$ cat config.mk
export PLATFORM = sky130hd
export DESIGN_NAME = icache_ctrl_flat
export DESIGN_NICKNAME = d
export VERILOG_FILES = /design/src/common/icache_pkg.sv /design/src/common/icache_fill_if.sv /design/src/icache/icache_ctrl.sv /design/src/flat_wrapper.sv
export SDC_FILE = /design/constraint.sdc
export NUM_CORES = 1
export LEC_CHECK = 0
export ABC_AREA = 1
export BUFFER_PORTS_ARGS = -buffer_cell sky130_fd_sc_hd__buf_2
export CORE_ASPECT_RATIO = 1.4
export CORE_UTILIZATION = 35
export CTS_CLUSTER_SIZE = 40
export DETAILED_ROUTE_END_ITERATION = 12
export PLACE_DENSITY = 0.78
export REMOVE_ABC_BUFFERS = 1
export SYNTH_ARGS = -nofsm -noshare
export SYNTH_HDL_FRONTEND = slang
export SYNTH_SLANG_ARGS = --single-unit
$ cat constraint.sdc
create_clock -name clk_i -period 3.2 [get_ports clk_i]
set_input_delay 0 -clock clk_i [delete_from_list [all_inputs] [get_ports clk_i]]
set_output_delay 0 -clock clk_i [all_outputs]
set_load 0.02 [all_outputs]
$ cat src/common/icache_pkg.sv
// Shared cache geometry, address field types and controller states; referenced by scoped names
package icache_pkg;

    // ==================================================
    // Address and word
    // ==================================================
    localparam int ADDR_W = 32;

    typedef logic [ADDR_W-1:0] addr_t;
    typedef logic [31:0]       word_t;

    // ==================================================
    // Geometry of the 4 KB, 2-way cache
    // ==================================================
    localparam int WAYS           = 2;
    localparam int LINE_BYTES     = 32;
    // Four bytes per instruction word
    localparam int WORDS_PER_LINE = LINE_BYTES / 4;
    localparam int SETS           = 64;

    // Field widths of a fetch address
    localparam int OFFSET_W = $clog2(LINE_BYTES);
    localparam int INDEX_W  = $clog2(SETS);
    localparam int TAG_W    = ADDR_W - INDEX_W - OFFSET_W;

    // ==================================================
    // Address field types
    // ==================================================
    typedef logic [TAG_W-1:0]                  tag_t;
    typedef logic [INDEX_W-1:0]                index_t;
    typedef logic [$clog2(WORDS_PER_LINE)-1:0] word_sel_t;
    typedef logic [$clog2(WAYS)-1:0]           way_t;

    // Refill and flush controller states
    typedef enum logic [1:0] {
        CTRL_IDLE,
        CTRL_ADDR,
        CTRL_FILL,
        CTRL_FLUSH
    } ctrl_state_e;

endpackage

$ cat src/common/icache_fill_if.sv
// Refill beat and flush command bundle; the controller drives it, the line store applies it
`timescale 1ns/1ps

interface icache_fill_if;

    // Write strobe for one refill beat
    logic                  fill_we;
    // Set and word slot of the beat
    icache_pkg::index_t    fill_index;
    icache_pkg::word_sel_t fill_word;
    // Memory word and tag of the missed line
    icache_pkg::word_t     fill_data;
    icache_pkg::tag_t      fill_tag;
    // Final beat, commits valid, tag and LRU
    logic                  fill_last;
    // Clear every valid bit
    logic                  flush;

    modport ctrl (
        output fill_we, fill_index, fill_word, fill_data, fill_tag, fill_last, flush
    );

    modport store (
        input fill_we, fill_index, fill_word, fill_data, fill_tag, fill_last, flush
    );

    // Lookup only taps the beat data for forwarding
    modport monitor (
        input fill_data
    );

endinterface

$ cat src/icache/icache_ctrl.sv
// Miss refill and flush FSM; owns the memory read port and drives line store writes
`timescale 1ns/1ps

module icache_ctrl (
    input  logic                clk_i,
    input  logic                rst_ni,
    // Request side
    input  logic                valid_i,
    input  icache_pkg::addr_t   pc_i,
    input  logic                flush_i,
    input  logic                hit_i,
    output logic                ready_o,
    output logic                fwd_o,
    output logic                flush_done_o,
    // Memory read port
    output logic                mem_arvalid_o,
    input  logic                mem_arready_i,
    output icache_pkg::addr_t   mem_araddr_o,
    input  logic                mem_rvalid_i,
    output logic                mem_rready_o,
    input  icache_pkg::word_t   mem_rdata_i,
    // Writes into the line store
    icache_fill_if.ctrl         fill
);

    icache_pkg::ctrl_state_e state_q, state_d;

    // Captured miss, payload only
    icache_pkg::tag_t      miss_tag_q;
    icache_pkg::index_t    miss_index_q;
    icache_pkg::word_sel_t miss_word_q;

    // Word counter for refill beats
    icache_pkg::word_sel_t beat_cnt_q;

    logic miss_start;
    logic beat;
    logic last_beat;

    // ==================================================
    // Handshake decode
    // ==================================================
    // Flush wins over a request seen in idle
    assign ready_o    = (state_q == icache_pkg::CTRL_IDLE) && !flush_i;
    assign miss_start = valid_i && ready_o && !hit_i;

    assign mem_arvalid_o = (state_q == icache_pkg::CTRL_ADDR);
    assign mem_rready_o  = (state_q == icache_pkg::CTRL_FILL);
    // Line aligned request address
    assign mem_araddr_o  = {miss_tag_q, miss_index_q, {icache_pkg::OFFSET_W{1'b0}}};

    assign beat      = mem_rvalid_i && mem_rready_o;
    assign last_beat = (beat_cnt_q == icache_pkg::word_sel_t'(icache_pkg::WORDS_PER_LINE - 1));

    // ==================================================
    // State machine
    // ==================================================
    always_comb begin
        state_d = state_q;
        case (state_q)
            icache_pkg::CTRL_IDLE: begin
                if (flush_i) begin
                    state_d = icache_pkg::CTRL_FLUSH;
                end else if (miss_start) begin
                    state_d = icache_pkg::CTRL_ADDR;
                end
            end
            // Hold the address until memory takes it
            icache_pkg::CTRL_ADDR: begin
                if (mem_arready_i) begin
                    state_d = icache_pkg::CTRL_FILL;
                end
            end
            icache_pkg::CTRL_FILL: begin
                if (beat && last_beat) begin
                    state_d = icache_pkg::CTRL_IDLE;
                end
            end
            // Single cycle clear
            icache_pkg::CTRL_FLUSH: begin
                state_d = icache_pkg::CTRL_IDLE;
            end
            default: begin
                state_d = icache_pkg::CTRL_IDLE;
            end
        endcase
    end

    always_ff @(posedge clk_i or negedge rst_ni) begin
        if (!rst_ni) begin
            state_q    <= icache_pkg::CTRL_IDLE;
            beat_cnt_q <= '0;
        end else begin
            state_q <= state_d;
            // Start each refill at word 0
            if (miss_start) begin
                beat_cnt_q <= '0;
            end else if (beat) begin
                beat_cnt_q <= beat_cnt_q + 1'b1;
            end
        end
    end

    // Fields of the missed fetch
    always_ff @(posedge clk_i) begin
        if (miss_start) begin
            miss_tag_q   <= pc_i[icache_pkg::ADDR_W-1 -: icache_pkg::TAG_W];
            miss_index_q <= pc_i[icache_pkg::OFFSET_W +: icache_pkg::INDEX_W];
            miss_word_q  <= pc_i[icache_pkg::OFFSET_W-1:2];
        end
    end

    // ==================================================
    // Line store writes and forwarding
    // ==================================================
    assign fill.fill_we    = beat;
    assign fill.fill_index = miss_index_q;
    assign fill.fill_word  = beat_cnt_q;
    assign fill.fill_data  = mem_rdata_i;
    assign fill.fill_tag   = miss_tag_q;
    assign fill.fill_last  = last_beat;
    assign fill.flush      = (state_q == icache_pkg::CTRL_FLUSH);

    assign flush_done_o = (state_q == icache_pkg::CTRL_FLUSH);
    // Only the requested word goes to the fetch side
    assign fwd_o        = beat && (beat_cnt_q == miss_word_q);

    // Address phase holds its request steady until accepted
    arvalid_held: assert property (@(posedge clk_i) disable iff (!rst_ni)
        mem_arvalid_o && !mem_arready_i |=> mem_arvalid_o && $stable(mem_araddr_o));

endmodule

$ cat src/flat_wrapper.sv
// flat-port wrapper written by rule: the top's interface ports become plain ports
module icache_ctrl_flat 
  (clk_i, rst_ni, valid_i, pc_i, flush_i, hit_i, ready_o, fwd_o, flush_done_o, mem_arvalid_o, mem_arready_i, mem_araddr_o, mem_rvalid_i, mem_rready_o, mem_rdata_i, fill_fill_we, fill_fill_index, fill_fill_word, fill_fill_data, fill_fill_tag, fill_fill_last, fill_flush);
  icache_fill_if fill_i ();
  input  logic clk_i;
  input  logic rst_ni;
  input  logic valid_i;
  input  icache_pkg::addr_t pc_i;
  input  logic flush_i;
  input  logic hit_i;
  output logic ready_o;
  output logic fwd_o;
  output logic flush_done_o;
  output logic mem_arvalid_o;
  input  logic mem_arready_i;
  output icache_pkg::addr_t mem_araddr_o;
  input  logic mem_rvalid_i;
  output logic mem_rready_o;
  input  icache_pkg::word_t mem_rdata_i;
  output wire logic [$bits(fill_i.fill_we)-1:0] fill_fill_we;
  output wire logic [$bits(fill_i.fill_index)-1:0] fill_fill_index;
  output wire logic [$bits(fill_i.fill_word)-1:0] fill_fill_word;
  output wire logic [$bits(fill_i.fill_data)-1:0] fill_fill_data;
  output wire logic [$bits(fill_i.fill_tag)-1:0] fill_fill_tag;
  output wire logic [$bits(fill_i.fill_last)-1:0] fill_fill_last;
  output wire logic [$bits(fill_i.flush)-1:0] fill_flush;
  assign fill_fill_we = fill_i.fill_we;
  assign fill_fill_index = fill_i.fill_index;
  assign fill_fill_word = fill_i.fill_word;
  assign fill_fill_data = fill_i.fill_data;
  assign fill_fill_tag = fill_i.fill_tag;
  assign fill_fill_last = fill_i.fill_last;
  assign fill_flush = fill_i.flush;
  icache_ctrl u_core (.clk_i(clk_i), .rst_ni(rst_ni), .valid_i(valid_i), .pc_i(pc_i), .flush_i(flush_i), .hit_i(hit_i), .ready_o(ready_o), .fwd_o(fwd_o), .flush_done_o(flush_done_o), .mem_arvalid_o(mem_arvalid_o), .mem_arready_i(mem_arready_i), .mem_araddr_o(mem_araddr_o), .mem_rvalid_i(mem_rvalid_i), .mem_rready_o(mem_rready_o), .mem_rdata_i(mem_rdata_i), .fill(fill_i));
endmodule
## Word level (Yosys, flattened, before mapping)

Index checks and enable logic that the tools add are counted.

- Muxes and demuxes: 7
- Add/sub/neg operators: 1
- Reductions and logical operators: 11
- Equality and inequality tests: 8

Operators with widths:

| kind | count |
|---|---|
| $mux W2 | 4 |
| $pmux W2 S4 | 1 |
| $logic_and A1 B1 Y1 | 6 |
| $mux W3 | 2 |
| $eq A2 B2 Y1 const B | 2 |
| $add A3 B1 Y3 const B | 1 |
| $eq A3 B3 Y1 | 1 |
| $eq A3 B3 Y1 const B | 1 |
| $ne A3 B2 Y1 const B | 1 |
| $reduce_and A3 Y1 | 1 |
| $eq A2 B1 Y1 const B | 1 |
| $logic_not A1 Y1 | 2 |
| $logic_not A2 Y1 | 1 |
| $ne A2 B1 Y1 const B | 1 |
| $ne A2 B2 Y1 const B | 1 |
| $reduce_bool A2 Y1 | 1 |

- Output and inout port bits: 102
- Input bits: 71
- Flip-flop bits (word level): 35
- Word-level logic and storage cells: 32

## Logic depth before layout (Yosys ltp)

- Depth in word-level cells: 7
- Depth in mapped cells: 5
- Gate-level depth less buffers: 5

## Worst setup path after synthesis

Ideal clock, no wire load.

- Path kind: reg2reg
- Start: register u_core.state_q[1]
- End: register u_core.miss_index_q[0], in the netlist u_core.fill.fill_index[0] (enable)
- Period minus slack after synthesis: 1578 ps
- Setup time: 380 ps
- Required time: 2820 ps
- Arrival: 1199 ps
- Stages on the path, launching flop included: 5
- Path buffers: 1
- Setup slack: 1622 ps
- Path through: dfrtp_1 > buf_6 > nor2_2 > nand2_2 > nor2_4

- Word-level cells in the longest chain between the ends: 4

Ends and longest elaborated chain:

| element | line | RTL |
|---|---|---|
| from (decl) | icache_ctrl.sv:26 | `icache_pkg::ctrl_state_e state_q, state_d;` |
| from (signal assigned) | icache_ctrl.sv:91 | `state_q <= icache_pkg::CTRL_IDLE;` |
| from (signal assigned) | icache_ctrl.sv:94 | `state_q <= state_d;` |
| $logic_not A2 Y1 | icache_ctrl.sv:44 | `assign ready_o = (state_q == icache_pkg::CTRL_IDLE) && !flush_i;` |
| $logic_and A1 B1 Y1 | icache_ctrl.sv:44 |  |
| $logic_and A1 B1 Y1 (2 in a row) | icache_ctrl.sv:45 | `assign miss_start = valid_i && ready_o && !hit_i;` |
| net u_core.miss_start | icache_ctrl.sv:36 | `logic miss_start;` |
| to (signal assigned) | icache_ctrl.sv:108 | `miss_index_q <= pc_i[icache_pkg::OFFSET_W +: icache_pkg::INDEX_W];` |
| to (decl) | icache_ctrl.sv:30 | `icache_pkg::index_t miss_index_q;` |

The timed path passes the listed nets, and every way through them passes these cells.
A chain may end at the register's enable or synchronous reset.

## Worst setup path in the final report

- Start: register u_core.state_q[1]
- End: register u_core.miss_tag_q[11], in the netlist u_core.fill.fill_tag[11] (enable)

- Word-level cells in the longest chain between the ends: 4

Ends and longest elaborated chain:

| element | line | RTL |
|---|---|---|
| $logic_not A2 Y1 | icache_ctrl.sv:44 |  |
| $logic_and A1 B1 Y1 | icache_ctrl.sv:44 |  |
| $logic_and A1 B1 Y1 (2 in a row) | icache_ctrl.sv:45 |  |
| net u_core.miss_start | icache_ctrl.sv:36 |  |
| to (signal assigned) | icache_ctrl.sv:107 | `miss_tag_q <= pc_i[icache_pkg::ADDR_W-1 -: icache_pkg::TAG_W];` |
| to (decl) | icache_ctrl.sv:29 | `icache_pkg::tag_t miss_tag_q;` |

The timed path passes the listed nets, and every way through them passes these cells.

==> run_results.csv <==
group,metric,value,unit
critical_path,reg2reg_to,"u_core.fill.fill_tag[11]",
timing,setup_viol,0,
placement,gp_congestion,0.7855,
routing,drc_errors,0,
global_route,grt_start_max_net_pins,34,
routing,ant_nets,0,
die,dieArea,5413,sq um
finish,layout-drive-gt1-share,0.5197,
run_status,outcome,"finished, final reports clean",
global_route,antenna_found_initial,0,
flow_run,drv_cap,0,
timing,fmax,534.3,MHz
yosys,synth_fa_ha_area_frac,0.01397,
yosys,synth_area,1792,sq um
placement,io_buffers,101,
global_route,grt_pass1_wl,7527,microns
routing,drtPass1Iterations,2,
power_and_ir_drop,swShare,0.3324,
power_and_ir_drop,power.density,615.9,nW/um^2
clock_tree,clk_pin_slew,0.07,ns
power_and_ir_drop,peakVddDrop,0.0003915,V
finish,regArea,1026,sq um
finish,final_common_cell,"buf_2",
power_and_ir_drop,cellLeakagePower,1.111,nW
global_route,grt-ovfl-total,0,
yosys,yosysWarnings,0,
routing,routed_via_density,4.164,
routing,routedWlPerCell,18.97,microns
yosys,yosys.area_share.xor_xnor,0.009777,
die,rows,30,
timing,period_share,0.5849,
timing,rsz0062_at_grt,"false",
power_and_ir_drop,p_comb_frac,0.307,
clock_tree,cts_tree,"yes",
yosys,yosysUniqueCellTypes,21,
yosys,syn_avg_cell_area,12.02,sq um
yosys,synth-simple-area-share,0.07821,
timing,fin_tns_setup,0,ns
finish,design_area,2336,sq um
timing,slew_viol_final,0,
finish,area_growth,30.38,%
critical_path,crit_type,"flop to flop",
timing,max_slew_margin,0.3671,
clock_tree,tritoncts.num_buffers,5,
routing,drt_iter0_drc,17,
finish,nets,301,
critical_path,worst-path-max-fanout,33,
finish,fillers,469,
critical_path,crit_slowest_cell,"nor2_4",
clock_tree,cts-root-buf,"clkbuf_8",
clock_tree,cts_buffer_depth,2,
critical_path,r2r_slack,1.33,ns
power_and_ir_drop,p_int,0.0009606,W
clock_tree,cts_sinks,35,
power_and_ir_drop,switchingPower,0.0004782,W
critical_path,required,3.10,ns
worst_hold_path,whs_endpoint,"fill_fill_data[27]",
critical_path,arrival,1.77,ns
die,dieWidth,62.47,microns
die,boundaryPins,173,
placement,hpwl,4779,microns
placement,dpl_cell_area,1893,sq um
timing,hold_violations,0,
routing,num_vias,1220,
yosys,synth_top_family_by_area,"buffers and inverters",
critical_path,reg2reg_from,"u_core.state_q[1]",
critical_path,rr_worst_depth,3,
yosys,synth_compound_area_frac,0.01955,
critical_path,critPathLaunchType,"flop",
timing,finalCriticalPeriod,1.872,ns
global_route,grt_pass1_vias,1090,
yosys,ys_seq_area_frac,0.5726,
finish,diodes,0,
clock_tree,post_cts_buffers,0,
routing,routed_wl,5557,microns
die,floorplan.initialDensity,0.3672,
worst_hold_path,hold_depth,0,
die,chipHeight,86.66,microns
critical_path,max_stage_delay,0.72,ns
critical_path,critPathCaptureType,"flop",
critical_path,crit_chain,"nor2_2 > nand2_2 > nor2_4",
power_and_ir_drop,power_frac_clock,0.268,
die,core,4880,sq um
yosys,ys_seq_elements,35,
worst_hold_path,hold_class,"input pin to output port",
worst_hold_path,hp-start,"mem_rdata_i[27]",
clock_tree,clock_latency,0.28,ns
timing,skew,0.01141,ns
yosys,synthMuxAreaShare,0,
clock_tree,h-tree-depth,2,
finish,layout_common_cells,"101 x buf_2, 33 x dlygate4sd3_1, 30 x edfxtp_1",
timing,tightest_slew,0.9470,ns
finish,multi_input_area,236.5,sq um
power_and_ir_drop,p_seq_frac,0.425,
global_route,grt_util_all_layers,0.2094,
yosys,syn_inst,149,
==> area by class of cell <==
cell class,count,area share
well taps,64,0.03428
flip-flops and latches,35,0.4392
repair buffers,134,0.3578
multi-input cells,40,0.1012
clock buffers,5,0.02946
inverters,12,0.01928
clock inverters,3,0.01875
==> timing repair <==
item | in CTS | in global routing
endpoints found under the hold margin | 37 | 0
gates resized for setup | 0 | 0
hold buffers | 33 | 0
==> worst max path at each step <==
| stage | from | endpoint | slack, ns | cells after the start |
|---|---|---|---|---|
| floorplan | u_core.state_q[1] | u_core.fill.fill_index[0] | 1.59 | 3 |
| global placement | u_core.state_q[1] | u_core.fill.fill_tag[9] | 1.40 | 3 |
| detailed placement | u_core.state_q[1] | u_core.fill.fill_tag[5] | 1.36 | 3 |
| CTS | u_core.state_q[1] | u_core.fill.fill_tag[11] | 1.34 | 3 |
| global route | u_core.state_q[1] | u_core.fill.fill_tag[10] | 1.17 | 3 |
| finish | u_core.state_q[1] | u_core.fill.fill_tag[11] | 1.33 | 3 |
==> per-layer routing <==
| layer | GRT usage | up-vias | wire (microns) |
|---|---|---|---|
| met3 | 0.2303 | 10 | 1357 |
| met4 | 0.06342 | 0 | 63 |
| met5 | 0 | - | 0 |
| met1 | 0.1291 | 500 | 1264 |
| li1 | - | 569 | - |
| met2 | 0.3775 | 141 | 2870 |
==> critical path: cells and delay by family (launching register included) <==
family	cells	cell delay, ns
flops	1	0.51
simple gates	3	0.96
==> power groups by stage <==
stage	combinational (W)	clock, W	sequential [W]
floorplan	0.000208	0	0.000676
CTS	0.000446	0.000398	0.000612
global route	0.000484	0.000415	0.000623
global placement	0.000392	0	0.000618
detailed placement	0.000407	0	0.000621
finish	0.000441	0.000385	0.000612
==> cells by family after synthesis <==
kind of cell | count (synthesis)
simple gates | 26
fa+ha+maj | 2
other cells | 1
compound gates | 5
xor+xnor | 2
buf+inv | 78
flops | 35
==> per-stage QoR <==
step	setup slack [ns]	instances	hold slack (ns)	power [W]	util
floorplan	1.593	87	-0.2956	0.0008839	-
global placement	1.402	252	-0.1777	0.001010	0.3879
detailed placement	1.358	252	-0.1741	0.001027	0.3879
CTS	1.342	293	0.0002481	0.001455	0.4787
global route	1.173	293	0.00008605	0.001523	0.4787
finish	1.328	293	0.0001431	0.001439	0.4787
==> synthesized netlist by cell type, drive strengths merged <==
cell type	instances	area share
a21oi	2	0.0098
inv	12	0.025
buf	66	0.28
xnor2	2	0.0098
edfxtp	30	0.50
nor3	1	0.0056
nand2	16	0.035
dfrtp	5	0.070
nand3	1	0.0098
nor2	5	0.017
o21ai	2	0.0056
nand4	3	0.010
conb	1	0.0021
ha	2	0.014
o21bai	1	0.0042
==> flip-flops by register name, indices dropped and copies added, names as in the netlist <==
| signal | flops |
|---|---|
| u_core.fill.fill_tag | 21 |
| u_core.miss_word_q | 3 |
| u_core.state_q | 2 |
| u_core.fill.fill_word | 3 |
| u_core.fill.fill_index | 6 |
Power figures use the tool's default switching activity.
