==> src/common/icache_pkg.sv <==
// Shared cache geometry, address field types and controller states; referenced by scoped names
package icache_pkg;

    // ==================================================
    // Address and word
    // ==================================================
    localparam int ADDR_W = 32;

    typedef logic [ADDR_W-1:0] addr_t;
    typedef logic [31:0]       word_t;

    // ==================================================
    // Geometry of the 4 KB, 2-way cache
    // ==================================================
    localparam int WAYS           = 2;
    localparam int LINE_BYTES     = 32;
    // Four bytes per instruction word
    localparam int WORDS_PER_LINE = LINE_BYTES / 4;
    localparam int SETS           = 64;

    // Field widths of a fetch address
    localparam int OFFSET_W = $clog2(LINE_BYTES);
    localparam int INDEX_W  = $clog2(SETS);
    localparam int TAG_W    = ADDR_W - INDEX_W - OFFSET_W;

    // ==================================================
    // Address field types
    // ==================================================
    typedef logic [TAG_W-1:0]                  tag_t;
    typedef logic [INDEX_W-1:0]                index_t;
    typedef logic [$clog2(WORDS_PER_LINE)-1:0] word_sel_t;
    typedef logic [$clog2(WAYS)-1:0]           way_t;

    // Refill and flush controller states
    typedef enum logic [1:0] {
        CTRL_IDLE,
        CTRL_ADDR,
        CTRL_FILL,
        CTRL_FLUSH
    } ctrl_state_e;

endpackage

==> src/common/icache_fill_if.sv <==
// Refill beat and flush command bundle; the controller drives it, the line store applies it
`timescale 1ns/1ps

interface icache_fill_if;

    // Write strobe for one refill beat
    logic                  fill_we;
    // Set and word slot of the beat
    icache_pkg::index_t    fill_index;
    icache_pkg::word_sel_t fill_word;
    // Memory word and tag of the missed line
    icache_pkg::word_t     fill_data;
    icache_pkg::tag_t      fill_tag;
    // Final beat, commits valid, tag and LRU
    logic                  fill_last;
    // Clear every valid bit
    logic                  flush;

    modport ctrl (
        output fill_we, fill_index, fill_word, fill_data, fill_tag, fill_last, flush
    );

    modport store (
        input fill_we, fill_index, fill_word, fill_data, fill_tag, fill_last, flush
    );

    // Lookup only taps the beat data for forwarding
    modport monitor (
        input fill_data
    );

endinterface

==> src/common/icache_lookup_if.sv <==
// Set read and LRU touch bundle between the lookup logic and the line store
`timescale 1ns/1ps

interface icache_lookup_if;

    // Read address, split from the fetch PC
    icache_pkg::index_t    rd_index;
    icache_pkg::word_sel_t rd_word;

    // Hit update, marks touch_way as most recently used
    logic                  touch;
    icache_pkg::way_t      touch_way;

    // Combinational read data for both ways
    logic [icache_pkg::WAYS-1:0] way_valid;
    icache_pkg::tag_t            way_tag  [icache_pkg::WAYS];
    icache_pkg::word_t           way_data [icache_pkg::WAYS];

    modport lookup (
        output rd_index, rd_word, touch, touch_way,
        input  way_valid, way_tag, way_data
    );

    modport store (
        input  rd_index, rd_word, touch, touch_way,
        output way_valid, way_tag, way_data
    );

endinterface

==> src/icache/icache_lookup.sv <==
// Tag compare and hit way select; returns hit data or the forwarded refill word
`timescale 1ns/1ps

module icache_lookup (
    input  logic               valid_i,
    input  icache_pkg::addr_t  pc_i,
    input  logic               ready_i,
    input  logic               fwd_i,
    output logic               hit_o,
    output logic               valid_o,
    output icache_pkg::word_t  instruction_o,
    icache_lookup_if.lookup    rd,
    icache_fill_if.monitor     fill
);

    icache_pkg::tag_t            pc_tag;
    logic [icache_pkg::WAYS-1:0] way_hit;
    icache_pkg::way_t            hit_way;
    logic                        any_hit;
    logic                        accept;

    // Split the fetch address
    assign pc_tag      = pc_i[icache_pkg::ADDR_W-1 -: icache_pkg::TAG_W];
    assign rd.rd_index = pc_i[icache_pkg::OFFSET_W +: icache_pkg::INDEX_W];
    assign rd.rd_word  = pc_i[icache_pkg::OFFSET_W-1:2];

    // Compare both ways of the set
    always_comb begin
        for (int w = 0; w < icache_pkg::WAYS; w++) begin
            way_hit[w] = rd.way_valid[w] && (rd.way_tag[w] == pc_tag);
        end
    end

    assign any_hit = |way_hit;
    assign hit_way = way_hit[1] ? icache_pkg::way_t'(1) : icache_pkg::way_t'(0);

    // Only a request taken this cycle reports a hit
    assign accept = valid_i && ready_i;

    assign hit_o        = accept && any_hit;
    assign rd.touch     = accept && any_hit;
    assign rd.touch_way = hit_way;

    // Forwarded refill word has hit_o low
    assign valid_o       = (accept && any_hit) || fwd_i;
    assign instruction_o = fwd_i ? fill.fill_data : rd.way_data[hit_way];

    // A line lives in one way only
    always_comb begin
        if (valid_i) begin
            one_way_hit: assert ($onehot0(way_hit))
                else $error("icache_lookup: both ways hit, way_hit=%b", way_hit);
        end
    end

endmodule

==> src/flat_wrapper.sv <==
// flat-port wrapper written by rule: the top's interface ports become plain ports
module icache_lookup_flat 
  (valid_i, pc_i, ready_i, fwd_i, hit_o, valid_o, instruction_o, rd_rd_index, rd_rd_word, rd_touch, rd_touch_way, rd_way_valid, rd_way_tag, rd_way_data, fill_fill_data);
  icache_lookup_if rd_i ();
  icache_fill_if fill_i ();
  input  logic valid_i;
  input  icache_pkg::addr_t pc_i;
  input  logic ready_i;
  input  logic fwd_i;
  output logic hit_o;
  output logic valid_o;
  output icache_pkg::word_t instruction_o;
  output wire logic [$bits(rd_i.rd_index)-1:0] rd_rd_index;
  output wire logic [$bits(rd_i.rd_word)-1:0] rd_rd_word;
  output wire logic [$bits(rd_i.touch)-1:0] rd_touch;
  output wire logic [$bits(rd_i.touch_way)-1:0] rd_touch_way;
  input wire logic [$bits(rd_i.way_valid)-1:0] rd_way_valid;
  input wire logic [$bits(rd_i.way_tag)-1:0] rd_way_tag;
  input wire logic [$bits(rd_i.way_data)-1:0] rd_way_data;
  input wire logic [$bits(fill_i.fill_data)-1:0] fill_fill_data;
  assign rd_rd_index = rd_i.rd_index;
  assign rd_rd_word = rd_i.rd_word;
  assign rd_touch = rd_i.touch;
  assign rd_touch_way = rd_i.touch_way;
  assign rd_i.way_valid = rd_way_valid;
  assign rd_i.way_tag = {>>{rd_way_tag}};
  assign rd_i.way_data = {>>{rd_way_data}};
  assign fill_i.fill_data = fill_fill_data;
  icache_lookup u_core (.valid_i(valid_i), .pc_i(pc_i), .ready_i(ready_i), .fwd_i(fwd_i), .hit_o(hit_o), .valid_o(valid_o), .instruction_o(instruction_o), .rd(rd_i), .fill(fill_i));
endmodule
==> config.mk <==
export PLATFORM = sky130hd
export DESIGN_NAME = icache_lookup_flat
export DESIGN_NICKNAME = d
export VERILOG_FILES = /design/src/common/icache_pkg.sv /design/src/common/icache_fill_if.sv /design/src/common/icache_lookup_if.sv /design/src/icache/icache_lookup.sv /design/src/flat_wrapper.sv
export SDC_FILE = /design/constraint.sdc
export NUM_CORES = 1
export LEC_CHECK = 0
export BUFFER_PORTS_ARGS = -buffer_cell sky130_fd_sc_hd__buf_2
export CORE_AREA = 2 2 84 86
export DETAILED_ROUTE_END_ITERATION = 10
export DIE_AREA = 0 0 86 88
export PLACE_DENSITY_LB_ADDON = 0.2
export SLEW_MARGIN = 20
export SYNTH_ARGS = -nofsm -noshare
export SYNTH_HDL_FRONTEND = slang
export SYNTH_SLANG_ARGS = --single-unit
==> constraint.sdc <==
create_clock -name vclk -period 4.5
set_input_delay 0.9 -clock vclk [all_inputs]
set_output_delay 0.9 -clock vclk [all_outputs]
set_load 0.01 [all_outputs]
Word level (Yosys, flattened, before mapping)
Cells that the tools add are included.

Bitwise logic cells: 1. Eq/ne operators: 2. Reduce and logical (&&, ||, !) cells: 6. Magnitude comparators: 1. Multiplexer cells: 5.

Operators by type and width (count): $mux W32 (4); $eq A21 B21 Y1 (2); $logic_and A1 B1 Y1 (4); $ge A2 B2 Y1 const B (1); $not A1 Y2 (1); $reduce_or A2 Y1 (1); $logic_or A1 B1 Y1 (1); $mux W1 (1).

Output and inout port bits: 45. Register bits after elaboration: 0. Word-level logic and storage cells: 15. Input port bits: 175.

Longest topological paths before layout
Gate-level depths: netlist of run 1.

Word-level depth: 8. Mapped depth: 7. Depth with buffers taken out: 5.

Worst setup path before layout of run 1
No wires, ideal clock.

Path type: in2out. Start: input port rd_way_tag[14]. End: output port valid_o. Setup slack: 1.408 ns. Buffers on the path: 0. Data required time: 3.600 ns. Arrival time: 2.192 ns. Stages on the path: 5. Path through: xor2_1 > nor4_1 > nand4_1 > o32ai_2 > or2_1.

Longest elaborated chain between the ends: 5.

Ends and longest elaborated chain: start: declaration (line flat_wrapper.sv:18) `input wire logic [$bits(rd_i.way_tag)-1:0] rd_way_tag;`; $eq A21 B21 Y1 (line icache_lookup.sv:30) `way_hit[w] = rd.way_valid[w] && (rd.way_tag[w] == pc_tag);`; $logic_and A1 B1 Y1 (line icache_lookup.sv:30); $reduce_or A2 Y1 (line icache_lookup.sv:34) `assign any_hit = |way_hit;`; $logic_and A1 B1 Y1; net hit_o (line flat_wrapper.sv:10) `output logic hit_o;`; $logic_or A1 B1 Y1 (line icache_lookup.sv:45) `assign valid_o = (accept && any_hit) || fwd_i;`; end: declaration (line flat_wrapper.sv:11) `output logic valid_o;`.

The timed path passes the listed nets, and every way through them passes these cells.

Worst setup path after layout of run 1
Start: input port pc_i[19]. End: output port valid_o.

Longest elaborated chain between the ends: 5. Elaborated cells on any way between the ends: 7. Classes of those cells: eq/ne: 2; reduce/logical: 5.

Ends and longest elaborated chain: start: declaration (line flat_wrapper.sv:7) `input icache_pkg::addr_t pc_i;`; $eq A21 B21 Y1 (line icache_lookup.sv:30); $logic_and A1 B1 Y1 (line icache_lookup.sv:30); $reduce_or A2 Y1 * (line icache_lookup.sv:34); $logic_and A1 B1 Y1 * (line icache_lookup.sv:45); $logic_or A1 B1 Y1 * (line icache_lookup.sv:45).

Every way passes the cells marked *; elsewhere a longest branch is shown, timed or not.

==> summary.txt, run 1 <==
Outcome
  – Status: finished, final reports clean

GRT
  – GRT Resource Usage Total: 14.8%
  – Vias in the first global route: 2091
  – Largest net degree at the start of global routing: 66
  – Initial antenna violation count: 0
  – Gr ovfl total: 0
  – First-pass GRT wire length: 9440 µm

STA
  – Final Hold Fails: 0
  – Setup-failing EPs final: 0
  – Min Tclk post-route: 3.57 ns
  – Worst Hold Margin: 1.80 ns
  – Final worst setup slack: 0.928 ns
  – Relative slew slack: 36.8%
  – Max Clock Freq: 0.280 GHz
  – Tightest Pin Transition: 0.948 ns
  – Unrepaired setup endpoints after global routing: no
  – Final period util: 79.4%
  – Slew Limit Fails: 0
  – Setup TNS: 0 ns

Place
  – DP Worst Slack: 0.849 ns
  – DP Cell Count: 478
  – Routability cong.: 0.717
  – Post-DP HPWL: 5190 µm
  – Post-DP Area: 0.00239 mm²
  – IO Port Bufs: 200

Routing
  – Drc violations: 0
  – Vias: 2268
  – Via density: 4.74
  – Number of routed nets with antenna violations: 0
  – Wire per inst: 13.3 µm
  – DRT Pass-1 Iters: 4
  – Initial DRC Count: 41
  – Detailed Route WL: 6350 µm

Final layout
  – Clkbuf count: 0
  – # diodes: 0
  – Final Non-Filler Cells: 478
  – Final core occ: 36.0%
  – Fin nets: 575
  – Layout cells sized above 1: 52.8%
  – Fin area: 0.00239 mm²
  – Area Overhead vs Synth: 67.8%
  – FFs & Latches: 0
  – FF/Latch Area: 0 µm²

Synthesis
  – Post-Syn Nets: 397
  – Sequential area share after synthesis: 0%
  – Ys Warns: 0
  – Post-Syn Area per Cell: 6.41 µm²
  – Mapped cell area: 0.00142 mm²
  – Netlist cell types: 22
  – Synth Instances: 222

Floorplanning
  – Rows: 30
  – Core ar.: 0.00664 mm²
  – Chip height: 88 µm
  – Die area: 0.00757 mm²
  – Die W: 86 µm
  – Ports: 220
  – Starting Density: 21.4%

Worst setup path
  – Critical path class: input pin to output port
  – Arr. time, crit path: 2.67 ns
  – WP data required: 3.60 ns
  – CP Launch Type: input pin
  – Worst Setup End Kind: output port
  – Worst Path Max Fanout: 34

Worst hold path
  – Worst hold path type: input pin to output port
  – Hold Crit Depth: 0

Clock tree
  – # hold bufs at CTS: 0
  – Postcts setup bufs: 0
  – CTS resizes: 0

Run
  – Max Cap Viol: 0

Power and ir drop
  – Final Power: 194 µW
  – LEAKAGE: 1.21 nW
  – Max VDD drop: 32.6 µV
  – Power Dens Cells: 81.1 mW/mm²
[power by group]
group / internal [mW] / total, mW / switching (mW)
Sequential: 0 / 0 / 0
Clock: 0 / 0 / 0
Combinational: 0.105 / 0.194 / 0.0887
[cells in the final DEF, fill, tap and decap left out]
| cell type | n |
|---|---|
| o21ai_0 | 27 |
| nand2_1 | 1 |
| buf_2 | 200 |
| xor2_1 | 41 |
| a21oi_1 | 32 |
| a31oi_1 | 32 |
| o32ai_2 | 1 |
| and3_1 | 1 |
| nor4_1 | 8 |
| nor2_1 | 2 |
| nand4_1 | 2 |
| xnor2_1 | 1 |
| o21ai_1 | 5 |
| nor4_2 | 2 |
| nand3_1 | 2 |
| and4_1 | 1 |
| or2_1 | 1 |
| nor2b_1 | 32 |
| buf_4 | 7 |
[layout make-up]
type                            instances  area [µm²]
Fill cell                             743        4260
Multi-Input combinational cell        191        1230
Timing Repair Buffer                  207        1050
Tap cell                               80         100
[metal layers]
layer,GRT usage (%),vias up,wire length [µm]
met5,0,-,0
met4,1.01,0,51
met3,2.07,6,631
met2,30.6,138,3360
met1,16.5,974,2300
li1,-,1150,-
[critical path: stages]
cell and delay [ns]:
buf_2 0.12, xor2_1 0.14, nor4_1 0.41, nand4_1 0.14, buf_4 0.26, o32ai_2 0.43, or2_1 0.15, buf_2 0.12
[cell families after synthesis]
| kind of cell | synth area share [%] |
|---|---|
| AOI/OAI and AO/OA | 37.7 |
| xor gates and xnor gates | 25.8 |
| buffers and inverters | 13.3 |
| and+or+nand+nor | 23.2 |
[final timing paths]
check	start	end	slack (ns)
worst max-delay path	pc_i[19]	valid_o	0.93
worst min-delay path	pc_i[8]	rd_rd_index[3]	1.80
[Yosys cell counts]
library cell / instances / area [µm²]
nor2b_1: 32 / 200
xnor2_1: 1 / 8.76
nand3_1: 2 / 10.0
o21ai_1: 5 / 25.0
or2_1: 1 / 6.26
clkbuf_1: 10 / 37.5
nand2_1: 1 / 3.75
buf_6: 3 / 33.8
a21oi_1: 32 / 160
nand4_1: 2 / 12.5
nor4_2: 2 / 25.0
clkbuf_2: 1 / 5.00
and4_1: 1 / 8.76
buf_4: 11 / 82.6
a31oi_1: 32 / 200
nor4_1: 8 / 50.1
buf_2: 6 / 30.0
o32ai_2: 1 / 16.3
nor2_1: 2 / 7.51
xor2_1: 41 / 359
and3_1: 1 / 6.26
o21ai_0: 27 / 135
No activity file was read; power rests on OpenSTA's default activity.
==> run 2, diff against run 1 <==
--- a/config.mk
+++ b/config.mk
@@ -6,9 +6,9 @@
 export NUM_CORES = 1
 export LEC_CHECK = 0
 export BUFFER_PORTS_ARGS = -buffer_cell sky130_fd_sc_hd__buf_2
-export CORE_AREA = 2 2 84 86
+export CORE_AREA = 2 2 86 88
 export DETAILED_ROUTE_END_ITERATION = 10
-export DIE_AREA = 0 0 86 88
+export DIE_AREA = 0 0 88 90
 export PLACE_DENSITY_LB_ADDON = 0.2
 export SLEW_MARGIN = 20
 export SYNTH_ARGS = -nofsm -noshare
==> constraint.sdc (replaced) <==
create_clock -name vclk -period 3
set_input_delay 0.6 -clock vclk [all_inputs]
set_output_delay 0.6 -clock vclk [all_outputs]
set_load 0.01 [all_outputs]
==> run 2 against run 1 <==
  * Sequential share of layout area is the same
  * Critical path depth is the same
  * Via count shrank 2.3%
  * Clock-buffer cell count is the same
  * Worst hold slack lost 0.60 ns
  * Cell area grew 2.3%
  * Non-clock buffer count is the same
  * First-iteration DRC count shrank 7.3%
  * Utilization shrank 1.1 points
  * Critical endpoint is now instruction_o[23]
==> summary.txt, run 2 (synthesized netlist as in run 1, its figures left out) <==
Outcome
  – Status: finished, final reports clean

STA
  – Unrepaired setup endpoints after global routing: no
  – Final period util: 91.9%
  – Tightest Pin Transition: 0.513 ns
  – Slew Limit Fails: 0
  – Final worst setup slack: 0.242 ns
  – Setup-failing EPs final: 0
  – Setup TNS: 0 ns
  – Final Hold Fails: 0
  – Relative slew slack: 65.8%
  – Max Clock Freq: 0.363 GHz
  – Min Tclk post-route: 2.76 ns

Power and ir drop
  – Internal power component: 160 µW
  – Switching power: 134 µW
  – Max VDD drop: 47.8 µV
  – LEAKAGE: 1.22 nW
  – Final Power: 294 µW
  – Logic pwr share: 100.0%
  – Sequential Power Share: 0%
  – Power Dens Cells: 120 mW/mm²
  – Sw Ratio: 45.6%
  – Share of power burned in the clock network: 0%

Routing
  – Wire per inst: 12.6 µm
  – DRT Pass-1 Iters: 4
  – Drc violations: 0
  – Number of routed nets with antenna violations: 0
  – Vias: 2215
  – Detailed Route WL: 6240 µm
  – Initial DRC Count: 38
  – Via density: 4.46

Place
  – DP Worst Slack: 0.183 ns
  – Post-DP HPWL: 5120 µm
  – DP Cell Count: 497
  – IO Port Bufs: 200
  – Routability cong.: 0.746

Run
  – Max Cap Viol: 0

GRT
  – Largest net degree at the start of global routing: 35
  – Vias in the first global route: 2129
  – Initial antenna violation count: 0
  – GRT Resource Usage Total: 14.3%
  – First-pass GRT wire length: 9410 µm
  – Gr ovfl total: 0

Floorplanning
  – Die W: 88 µm
  – Chip height: 90 µm
  – Core ar.: 0.00702 mm²
  – Starting Density: 20.3%
  – Die area: 0.00792 mm²
  – Rows: 31
  – Ports: 220

Final layout
  – Fin nets: 575
  – Footprint of the multi-input gates: 0.00124 mm²
  – Most common cell after layout, fill and taps aside: buf_2
  – Final Non-Filler Cells: 497
  – Clkbuf count: 0
  – Layout cells sized above 1: 53.0%
  – Most frequent cells in the layout: buf_2, xor2_1, a31oi_1, nor2b_1, a21oi_1
  – FFs & Latches: 0
  – FF/Latch Area: 0 µm²
  – # diodes: 0
  – Area Overhead vs Synth: 71.6%
  – Fillers: 780

Clock tree
  – # hold bufs at CTS: 0

Worst hold path
  – Worst hold path type: input pin to output port
  – Worst Hold End: rd_rd_word[0]
  – Hold Crit Depth: 0
  – Hold wc startpoint: pc_i[2]

Worst setup path
  – WP data required: 2.40 ns
  – Worst Setup End Kind: output port
  – CP Launch Type: input pin
  – Arr. time, crit path: 2.16 ns
  – Critical path class: input pin to output port
  – Worst Path Max Fanout: 32
[run 2: cell types whose count changed in the layout (fill, tap and decap cells not counted)]
cell    change
buf_12      +2
buf_4       -2
nor4_1      -1
nor4_2      +1
[run 2: repair_timing]
action,in CTS,in global routing
setup endpoints to repair,0,6
buffers inserted,0,0
resized for setup,0,1
[run 2: worst max-delay path by stage]
stage               slack, ns  cells after the start           endpoint           start
floorplan                0.51                      5            valid_o  rd_way_tag[14]
global placement         0.19                      8  instruction_o[23]  rd_way_tag[14]
detailed placement       0.18                      8  instruction_o[23]        pc_i[12]
CTS                      0.18                      8  instruction_o[23]        pc_i[12]
global route             0.06                      8  instruction_o[13]        pc_i[18]
finish                   0.24                      8  instruction_o[23]   rd_way_tag[7]
[run 2: cell type report]
class              instances  share of cell area, %
multi-input cells        191                   50.8
repair buffers           207                   44.1
well taps                 99                   5.07
[run 2: per-layer routing]
layer | up-vias | GRT usage [%] | routed length [µm]
li1 | 1150 | - | -
met1 | 947 | 15.4 | 2350
met2 | 110 | 29.3 | 3300
met3 | 8 | 1.74 | 508
met4 | 0 | 1.41 | 76
met5 | - | 0 | 0
[run 2: worst max-delay path: stages]
cell and delay (ns):
buf_2 0.10, xor2_1 0.15, nor4_1 0.36, and4_1 0.29, buf_12 0.21, a31oi_1 0.13, a21oi_1 0.17, buf_2 0.14
[run 2: power groups by stage]
stage / Clock [mW] / Sequential (mW) / Combinational, mW
floorplan: 0 / 0 / 0.142
global placement: 0 / 0 / 0.293
detailed placement: 0 / 0 / 0.295
CTS: 0 / 0 / 0.296
global route: 0 / 0 / 0.329
finish: 0 / 0 / 0.294
[run 2: through the flow]
step,instance area (µm²),util [%],hold slack [ns]
global route,2440,34.8,1.20
global placement,2440,34.7,1.20
detailed placement,2440,34.7,1.20
floorplan,1420,-,1.29
CTS,2440,34.7,1.20
finish,2440,34.8,1.20
